### config.mk
export PLATFORM = sky130hd
export DESIGN_NAME = customInstrTop
export DESIGN_NICKNAME = d
export VERILOG_FILES = /design/src/hw/ciPkg.sv /design/src/hw/ciRequestIf.sv /design/src/hw/customInstrTop.sv /design/src/hw/ciResponse.sv /design/src/hw/profileCounters.sv /design/src/hw/ciDataOps.sv /design/src/hw/ciDecoder.sv /design/src/hw/resetSequencer.sv
export SDC_FILE = /design/constraint.sdc
export NUM_CORES = 1
export LEC_CHECK = 0
export BUFFER_PORTS_ARGS = -buffer_cell sky130_fd_sc_hd__buf_2
export CELL_PAD_IN_SITES_DETAIL_PLACEMENT = 1
export CELL_PAD_IN_SITES_GLOBAL_PLACEMENT = 2
export CORE_ASPECT_RATIO = 1.5
export CORE_MARGIN = 5
export CORE_UTILIZATION = 41
export CTS_CLUSTER_SIZE = 30
export DETAILED_ROUTE_END_ITERATION = 10
export PLACE_DENSITY = 0.9
export SLEW_MARGIN = 20
export SYNTH_ARGS = -nofsm -noshare
export SYNTH_HDL_FRONTEND = slang
export SYNTH_SLANG_ARGS = --single-unit
### constraint.sdc
create_clock -name s_systemClock -period 6.6 [get_ports s_systemClock]
set_input_delay 1.98 -clock s_systemClock [delete_from_list [all_inputs] [get_ports s_systemClock]]
set_output_delay 1.98 -clock s_systemClock [all_outputs]
set_load 0.01 [all_outputs]
### src/hw/ciPkg.sv
`default_nettype none

package ciPkg;

  // Operand and result width of the custom-instruction port
  localparam int dataWidth     = 32;
  localparam int ciNumberWidth = 8;

  // Cycles from accepted start to done at the top level
  localparam int pipeDepth = 3;

  // Decoded operation
  typedef enum logic [1:0] {
    opNone,
    opSwap,
    opGray,
    opProfile
  } ciOpcode;

  // Index of a profiling counter
  typedef logic [1:0] counterSel;

  // Default custom-instruction numbers
  localparam logic [ciNumberWidth-1:0] defaultSwapId    = 8'd1;
  localparam logic [ciNumberWidth-1:0] defaultGrayId    = 8'd12;
  localparam logic [ciNumberWidth-1:0] defaultProfileId = 8'd8;

  // Profiling counter width and reset delay (2**(bits-1) cycles)
  localparam int defaultCounterWidth     = 32;
  localparam int defaultResetCounterBits = 5;

endpackage

`default_nettype wire
### src/hw/ciRequestIf.sv
`timescale 1ns/1ps
`default_nettype none

interface ciRequestIf;
  import ciPkg::*;

  logic                 valid;  // One cycle per accepted request
  ciOpcode              opcode;
  logic [dataWidth-1:0] dataA;
  logic [dataWidth-1:0] dataB;

  modport producer (
    output valid,
    output opcode,
    output dataA,
    output dataB
  );

  modport consumer (
    input valid,
    input opcode,
    input dataA,
    input dataB
  );

endinterface

`default_nettype wire

### src/hw/customInstrTop.sv
`timescale 1ns/1ps
`default_nettype none

module customInstrTop #(
  parameter logic [ciPkg::ciNumberWidth-1:0] swapId    = ciPkg::defaultSwapId,
  parameter logic [ciPkg::ciNumberWidth-1:0] grayId    = ciPkg::defaultGrayId,
  parameter logic [ciPkg::ciNumberWidth-1:0] profileId = ciPkg::defaultProfileId,
  parameter int counterWidth     = ciPkg::defaultCounterWidth,
  parameter int resetCounterBits = ciPkg::defaultResetCounterBits
) (
  input  logic                            s_systemClock,
  input  logic                            s_pllLocked,
  input  logic                            ciStart,
  input  logic [ciPkg::ciNumberWidth-1:0] ciN,
  input  logic [ciPkg::dataWidth-1:0]     ciDataA,
  input  logic [ciPkg::dataWidth-1:0]     ciDataB,
  input  logic                            cpuStall,
  input  logic                            busIdle,
  output logic                            ciDone,
  output logic [ciPkg::dataWidth-1:0]     ciResult,
  output logic                            peripheralResetN
);
  import ciPkg::*;

  logic                 coreReset;
  logic                 opsDone;
  logic [dataWidth-1:0] opsResult;
  logic                 profDone;
  logic [dataWidth-1:0] profResult;

  ciRequestIf request_i ();

  resetSequencer #(.resetCounterBits(resetCounterBits)) resetSequencer_i (
    .s_systemClock   (s_systemClock),
    .s_pllLocked     (s_pllLocked),
    .coreReset       (coreReset),
    .peripheralResetN(peripheralResetN)
  );

  ciDecoder #(
    .swapId   (swapId),
    .grayId   (grayId),
    .profileId(profileId)
  ) ciDecoder_i (
    .s_systemClock(s_systemClock),
    .coreReset    (coreReset),
    .ciStart      (ciStart),
    .ciN          (ciN),
    .ciDataA      (ciDataA),
    .ciDataB      (ciDataB),
    .request      (request_i.producer)
  );

  // Both units see every request and pick their own opcode
  ciDataOps ciDataOps_i (
    .s_systemClock(s_systemClock),
    .coreReset    (coreReset),
    .request      (request_i.consumer),
    .opsDone      (opsDone),
    .opsResult    (opsResult)
  );

  profileCounters #(.counterWidth(counterWidth)) profileCounters_i (
    .s_systemClock(s_systemClock),
    .coreReset    (coreReset),
    .request      (request_i.consumer),
    .cpuStall     (cpuStall),
    .busIdle      (busIdle),
    .profDone     (profDone),
    .profResult   (profResult)
  );

  ciResponse ciResponse_i (
    .s_systemClock(s_systemClock),
    .coreReset    (coreReset),
    .opsDone      (opsDone),
    .opsResult    (opsResult),
    .profDone     (profDone),
    .profResult   (profResult),
    .ciDone       (ciDone),
    .ciResult     (ciResult)
  );

endmodule

`default_nettype wire

### src/hw/ciResponse.sv
`timescale 1ns/1ps
`default_nettype none

module ciResponse (
  input  logic                        s_systemClock,
  input  logic                        coreReset,
  input  logic                        opsDone,
  input  logic [ciPkg::dataWidth-1:0] opsResult,
  input  logic                        profDone,
  input  logic [ciPkg::dataWidth-1:0] profResult,
  output logic                        ciDone,
  output logic [ciPkg::dataWidth-1:0] ciResult
);
  import ciPkg::*;

  logic                 mergedDone;
  logic [dataWidth-1:0] mergedResult;

  // Units hold their result at zero outside done
  assign mergedDone   = opsDone | profDone;
  assign mergedResult = opsResult | profResult;

  always_ff @(posedge s_systemClock) begin
    if (coreReset) begin
      ciDone   <= 1'b0;
      ciResult <= '0;
    end else begin
      ciDone   <= mergedDone;
      ciResult <= mergedResult;
    end
  end

endmodule

`default_nettype wire

### src/hw/profileCounters.sv
`timescale 1ns/1ps
`default_nettype none

module profileCounters #(
  parameter int counterWidth = ciPkg::defaultCounterWidth
) (
  input  logic                        s_systemClock,
  input  logic                        coreReset,
  ciRequestIf.consumer                request,
  input  logic                        cpuStall,
  input  logic                        busIdle,
  output logic                        profDone,
  output logic [ciPkg::dataWidth-1:0] profResult
);
  import ciPkg::*;

  logic [counterWidth-1:0] counterValue [4];
  logic [3:0]              counterEnable;
  logic [3:0]              events;
  logic [3:0]              startMask;
  logic [3:0]              stopMask;
  logic [3:0]              clearMask;
  logic                    isProfile;
  counterSel               readSel;

  assign isProfile = request.valid && (request.opcode == opProfile);
  assign readSel   = request.dataA[1:0];

  // Cycles, stalls, idle bus, accepted instructions
  assign events = {request.valid, busIdle, cpuStall, 1'b1};

  always_comb begin
    startMask = '0;
    stopMask  = '0;
    clearMask = '0;
    if (isProfile) begin
      startMask = request.dataB[3:0];
      stopMask  = request.dataB[7:4];
      clearMask = request.dataB[11:8];
    end
  end

  // Enable seen at an edge still counts at the stop edge
  always_ff @(posedge s_systemClock) begin
    if (coreReset) begin
      counterEnable <= '0;
    end else begin
      counterEnable <= (counterEnable | startMask) & ~stopMask;
    end
  end

  always_ff @(posedge s_systemClock) begin
    if (coreReset) begin
      for (int i = 0; i < 4; i++) begin
        counterValue[i] <= '0;
      end
    end else begin
      for (int i = 0; i < 4; i++) begin
        if (clearMask[i]) begin
          counterValue[i] <= '0;  // Clear wins
        end else if (counterEnable[i] && events[i]) begin
          counterValue[i] <= counterValue[i] + 1'b1;
        end
      end
    end
  end

  // Read returns the value before this instruction's control
  always_ff @(posedge s_systemClock) begin
    if (coreReset) begin
      profDone   <= 1'b0;
      profResult <= '0;
    end else begin
      profDone   <= isProfile;
      profResult <= isProfile ? dataWidth'(counterValue[readSel]) : '0;
    end
  end

endmodule

`default_nettype wire

### src/hw/ciDataOps.sv
`timescale 1ns/1ps
`default_nettype none

module ciDataOps (
  input  logic                        s_systemClock,
  input  logic                        coreReset,
  ciRequestIf.consumer                request,
  output logic                        opsDone,
  output logic [ciPkg::dataWidth-1:0] opsResult
);
  import ciPkg::*;

  logic [dataWidth-1:0] swapValue;
  logic [dataWidth-1:0] grayValue;
  logic [7:0]           red8;
  logic [7:0]           green8;
  logic [7:0]           blue8;
  logic [15:0]          graySum;
  logic [7:0]           gray8;
  logic                 isSwap;
  logic                 isGray;

  assign isSwap = request.valid && (request.opcode == opSwap);
  assign isGray = request.valid && (request.opcode == opGray);

  // Bit 0 of B picks full reversal or half-word swap
  always_comb begin
    if (request.dataB[0]) begin
      swapValue = {request.dataA[23:16], request.dataA[31:24],
                   request.dataA[7:0], request.dataA[15:8]};
    end else begin
      swapValue = {request.dataA[7:0], request.dataA[15:8],
                   request.dataA[23:16], request.dataA[31:24]};
    end
  end

  // RGB565 widened to 8 bits per channel
  assign red8   = {request.dataA[15:11], request.dataA[15:13]};
  assign green8 = {request.dataA[10:5], request.dataA[10:9]};
  assign blue8  = {request.dataA[4:0], request.dataA[4:2]};

  // Weights sum to 256, so the sum fits 16 bits
  assign graySum = red8 * 16'd54 + green8 * 16'd183 + blue8 * 16'd19;
  assign gray8   = graySum[15:8];

  assign grayValue = {16'd0, gray8[7:3], gray8[7:2], gray8[7:3]};  // Back to RGB565

  always_ff @(posedge s_systemClock) begin
    if (coreReset) begin
      opsDone   <= 1'b0;
      opsResult <= '0;
    end else begin
      opsDone <= isSwap || isGray;
      if (isSwap) begin
        opsResult <= swapValue;
      end else if (isGray) begin
        opsResult <= grayValue;
      end else begin
        opsResult <= '0;  // Keeps the OR merge clean
      end
    end
  end

endmodule

`default_nettype wire

### src/hw/ciDecoder.sv
`timescale 1ns/1ps
`default_nettype none

module ciDecoder #(
  parameter logic [ciPkg::ciNumberWidth-1:0] swapId    = ciPkg::defaultSwapId,
  parameter logic [ciPkg::ciNumberWidth-1:0] grayId    = ciPkg::defaultGrayId,
  parameter logic [ciPkg::ciNumberWidth-1:0] profileId = ciPkg::defaultProfileId
) (
  input  logic                              s_systemClock,
  input  logic                              coreReset,
  input  logic                              ciStart,
  input  logic [ciPkg::ciNumberWidth-1:0]   ciN,
  input  logic [ciPkg::dataWidth-1:0]       ciDataA,
  input  logic [ciPkg::dataWidth-1:0]       ciDataB,
  ciRequestIf.producer                      request
);
  import ciPkg::*;

  ciOpcode decodedOp;

  always_comb begin
    decodedOp = opNone;
    if (ciN == swapId) begin
      decodedOp = opSwap;
    end else if (ciN == grayId) begin
      decodedOp = opGray;
    end else if (ciN == profileId) begin
      decodedOp = opProfile;
    end
  end

  always_ff @(posedge s_systemClock) begin
    if (coreReset) begin
      request.valid  <= 1'b0;
      request.opcode <= opNone;
    end else begin
      request.valid  <= ciStart && (decodedOp != opNone);  // Unknown numbers dropped here
      request.opcode <= decodedOp;
    end
  end

  // Operands only matter together with valid
  always_ff @(posedge s_systemClock) begin
    request.dataA <= ciDataA;
    request.dataB <= ciDataB;
  end

endmodule

`default_nettype wire

### src/hw/resetSequencer.sv
`timescale 1ns/1ps
`default_nettype none

module resetSequencer #(
  parameter int resetCounterBits = ciPkg::defaultResetCounterBits
) (
  input  logic s_systemClock,
  input  logic s_pllLocked,
  output logic coreReset,
  output logic peripheralResetN
);

  logic [resetCounterBits-1:0] resetCount;
  logic                        released;

  assign released = resetCount[resetCounterBits-1];

  // Saturates once the top bit is set
  always_ff @(posedge s_systemClock or negedge s_pllLocked) begin
    if (!s_pllLocked) begin
      resetCount <= '0;
    end else if (!released) begin
      resetCount <= resetCount + 1'b1;
    end
  end

  assign coreReset        = ~released;
  assign peripheralResetN = released;  // Camera side sees the same release

endmodule

`default_nettype wire

==> results.sh <==
export IMPL_run_status="finished clean"
export IMPL_clkPwrFrac=0.314
export IMPL_p_sw_mw=1.92
export IMPL_clk_latency_ps=570
export IMPL_die_w_um=167
export IMPL_slowest_stage="dfxtp_1"
export IMPL_route_detailed_drc=0
export IMPL_cp_data_required_time_ps=7020
export IMPL_min_period_ps=5890
export IMPL_cp_data_arrival_time_ps=6310
export IMPL_root_buffer="clkbuf_16"
export IMPL_drt_iter0_markers=522
export IMPL_cp_max_fo=8
export IMPL_viasPerCell=5.38
export IMPL_cp_end_kind="flip-flop"
export IMPL_drive_gt1_frac=0.135
export IMPL_hold_start="ciDataOps_i.opsResult[18]"
export IMPL_min_period_over_period=0.892
export IMPL_grt_max_degree=58
export IMPL_tns_ps=0
export IMPL_syn_mean_instance_area_sq_um=10.9
export IMPL_grtUsageMet1=0.214
export IMPL_ys_flop_type="dfxtp_1"
export IMPL_n_fill_cell=4011
export IMPL_drt_wl_total_um=39900
export IMPL_hold_slack_ps=436
export IMPL_rr_startpoint="ciDecoder_i.request.dataA[10]"
export IMPL_ctsResizeCount=0
export IMPL_die_h_um=246
export IMPL_ant_nets=0
export IMPL_synthArstFlopShare=0.0177
export IMPL_start_util=0.414
export IMPL_use_met2=0.385
export IMPL_dieArea_sq_um=41100
export IMPL_pwr_share_comb=0.355
export IMPL_cts_tree="done"
export IMPL_worstMarginPinSlew_ps=1050
export IMPL_seqPwrFrac=0.332
export IMPL_p_per_area_nw_per_um2=325
export IMPL_fin_skew_ps=16.3
export IMPL_cts_buffers=29
export IMPL_intPower_mw=3.68
export IMPL_grt_busiest_layer="met2"
export IMPL_rows=86
export IMPL_route_vias_total=10700
export IMPL_cts_sinks=283
export IMPL_overflow=0
export IMPL_wire_per_inst_um=20.1
export IMPL_syn_to_final_growth_pct=13.5
export IMPL_yosysWarnings=0
export IMPL_seq_area_frac_synth=0.459
export IMPL_swShare=0.342
export IMPL_cp_start_kind="flip-flop"
export IMPL_grt_usage=0.194
export IMPL_synth_seq_cells=283
export IMPL_maxSlewHeadroom=0.300
export IMPL_p_leak_nw=7.25
export IMPL_maxSlewViolCount=0
export IMPL_path_clk_slew_ps=70
export IMPL_netlist_area_sq_um=15200
export IMPL_ys_types=59
export IMPL_cts_max_level=1
export IMPL_core_area_sq_um=36700
export IMPL_num_nets_final=1706
export IMPL_post_place_ws_ps=695
export IMPL_yosysTopAreaCell="edfxtp_1"
export IMPL_hold_viol_final=0
export IMPL_maxCapViolCount=0
export IMPL_synth_cells=1389
export IMPL_synth_top_cell_area_share=0.253
export IMPL_crit_top_cell="fa_1"
export IMPL_gp_congestion=0.840
export IMPL_yosys_top_cells_area="edfxtp_1 25%, dfxtp_1 20%, fa_1 8.0%, ha_1 7.0%, mux4_2 4.6%"
export IMPL_antenna_found_initial=1
export IMPL_slowest_delay_ps=630
export IMPL_boundaryPins=111
export IMPL_irDropWorstVdd_uv=324
export IMPL_criticalPathCategory="reg2reg"
export IMPL_synth_common_cells="151 x nor2_1, 150 x dfxtp_1, 130 x inv_1"
export IMPL_grt_pass1_vias=11800
export IMPL_grt_use_met3=0.0212
export IMPL_worstPathCellList="fa_1 -> inv_1 -> fa_1 -> inv_1 -> fa_1 -> fa_1 -> fa_1 -> inv_1 -> fa_1 -> inv_1 -> ha_1 -> a21oi_1 -> o21ai_0 -> a221oi_1 -> buf_4 -> o211a_1 -> o21ai_0 -> o21ai_0"
export IMPL_hpwl_um=30800
export IMPL_setup_ws_ps=710
export IMPL_io_buffers=90
export IMPL_clock_fmax_ghz=0.170
export IMPL_clockBufferDepth=3
export IMPL_post_cts_setup_buffers=0
export IMPL_startpoint="ciDecoder_i.request.dataA[10]"
export IMPL_synth_edff_count=128
export IMPL_grt_pass1_wl_um=63900
export IMPL_yosysMostFrequentCell="nor2_1"
export IMPL_synth_nets=1612
export IMPL_grt_setup_unrepaired="false"
export IMPL_cts_hold_repair_buffers=0
export IMPL_setup_viol=0
export IMPL_first_pass_iters=4
export IMPL_total_power_mw=5.60
export IMPL_hold_class="reg2reg"
export IMPL_fin_util=0.470
## layout make-up
type | count | area [sq um] | area share
Antenna cell | 1 | 2.50 | 0.000145
Inverter | 130 | 488 | 0.0283
Timing Repair Buffer | 108 | 586 | 0.0340
Sequential cell | 283 | 6980 | 0.405
Tap cell | 484 | 606 | 0.0352
Multi-Input combinational cell | 931 | 7540 | 0.438
Clock inverter | 14 | 108 | 0.00625
Clock buffer | 40 | 923 | 0.0536
## worst paths after layout
path	to	slack, ps	cells after the start
worst max-delay path	ciDataOps_i.opsResult[12]	710	18
worst min-delay path	ciResponse_i.ciResult[18]	440	1
worst max register to register	ciDataOps_i.opsResult[12]	710	18
worst min register to register	ciResponse_i.ciResult[18]	440	1
max in group asynchronous	resetSequencer_i.resetCount[4]	5240	1
min in group asynchronous	resetSequencer_i.resetCount[4]	1220	1
## worst max-delay path, delay by kind of cell (launching register included)
family / cells / cell delay [ps]
fa+ha+maj: 7 / 3240
compound gates: 6 / 1410
flops: 1 / 630
buf+inv: 5 / 450
## sequential cells by signal, summed over array words and instances, names as in the netlist
| register | count |
|---|---|
| resetSequencer_i.resetCount | 5 |
| ciDecoder_i.request.dataB | 12 |
| ciResponse_i.ciResult | 32 |
| ciDataOps_i.opsDone | 1 |
| ciDataOps_i.opsResult | 32 |
| profileCounters_i.profDone | 1 |
| ciDecoder_i.request.valid | 1 |
| profileCounters_i.profResult | 32 |
| ciDecoder_i.request.dataA | 32 |
| profileCounters_i.counterEnable | 4 |
| ciResponse_i.ciDone | 1 |
| ciDecoder_i.request.opcode | 2 |
| profileCounters_i.counterValue | 128 |
## per-layer routing
metal | share of wire | up-vias
li1 | - | 5000
met3 | 0.032 | 60
met1 | 0.37 | 5495
met4 | 0.031 | 0
met2 | 0.56 | 151
met5 | 0 | -
## power groups by stage
stage	sequential, mW	clock [mW]	combinational, mW
6_report	1.85	1.76	1.98
5_1_grt	1.86	1.85	2.27
4_1_cts	1.86	1.78	2.01
3_5_place_dp	1.89	0	1.99
3_3_place_gp	1.89	0	1.92
2_1_floorplan	1.88	0	1.48
## kinds of logic (layout without fill, tap and decap cells)
kind of cell | count (synthesis) | count (layout) | synth area share
AO/OA/AOI/OAI | 146 | 146 | 0.0596
XOR/XNOR | 110 | 110 | 0.0634
adder cells (fa/ha/maj) | 146 | 146 | 0.150
buffers and inverters | 175 | 292 | 0.0443
flip-flops | 283 | 283 | 0.459
multiplexers | 66 | 66 | 0.0702
other | 0 | 1 | 0
AND/OR/NAND/NOR | 463 | 463 | 0.153
## cells in the final DEF (no fill, tap or decap), drive strengths merged, types with 34 or more instances in the layout
| master | n |
|---|---|
| fa | 61 |
| xor2 | 64 |
| edfxtp | 128 |
| nand2 | 72 |
| inv | 138 |
| o21ai | 41 |
| xnor2 | 46 |
| nand4 | 37 |
| nor2 | 151 |
| clkbuf | 40 |
| nor2b | 34 |
| a21oi | 44 |
| o21a | 34 |
| buf | 108 |
| nand3 | 57 |
| ha | 85 |
| dfxtp | 150 |
## stage by stage
step	instance area (sq um)	cells
2_1_floorplan	15200	1389
3_3_place_gp	16200	1936
3_5_place_dp	16200	1936
4_1_cts	17200	1990
5_1_grt	17200	1991
6_report	17200	1991
No activity file was read; power rests on OpenSTA's default activity.
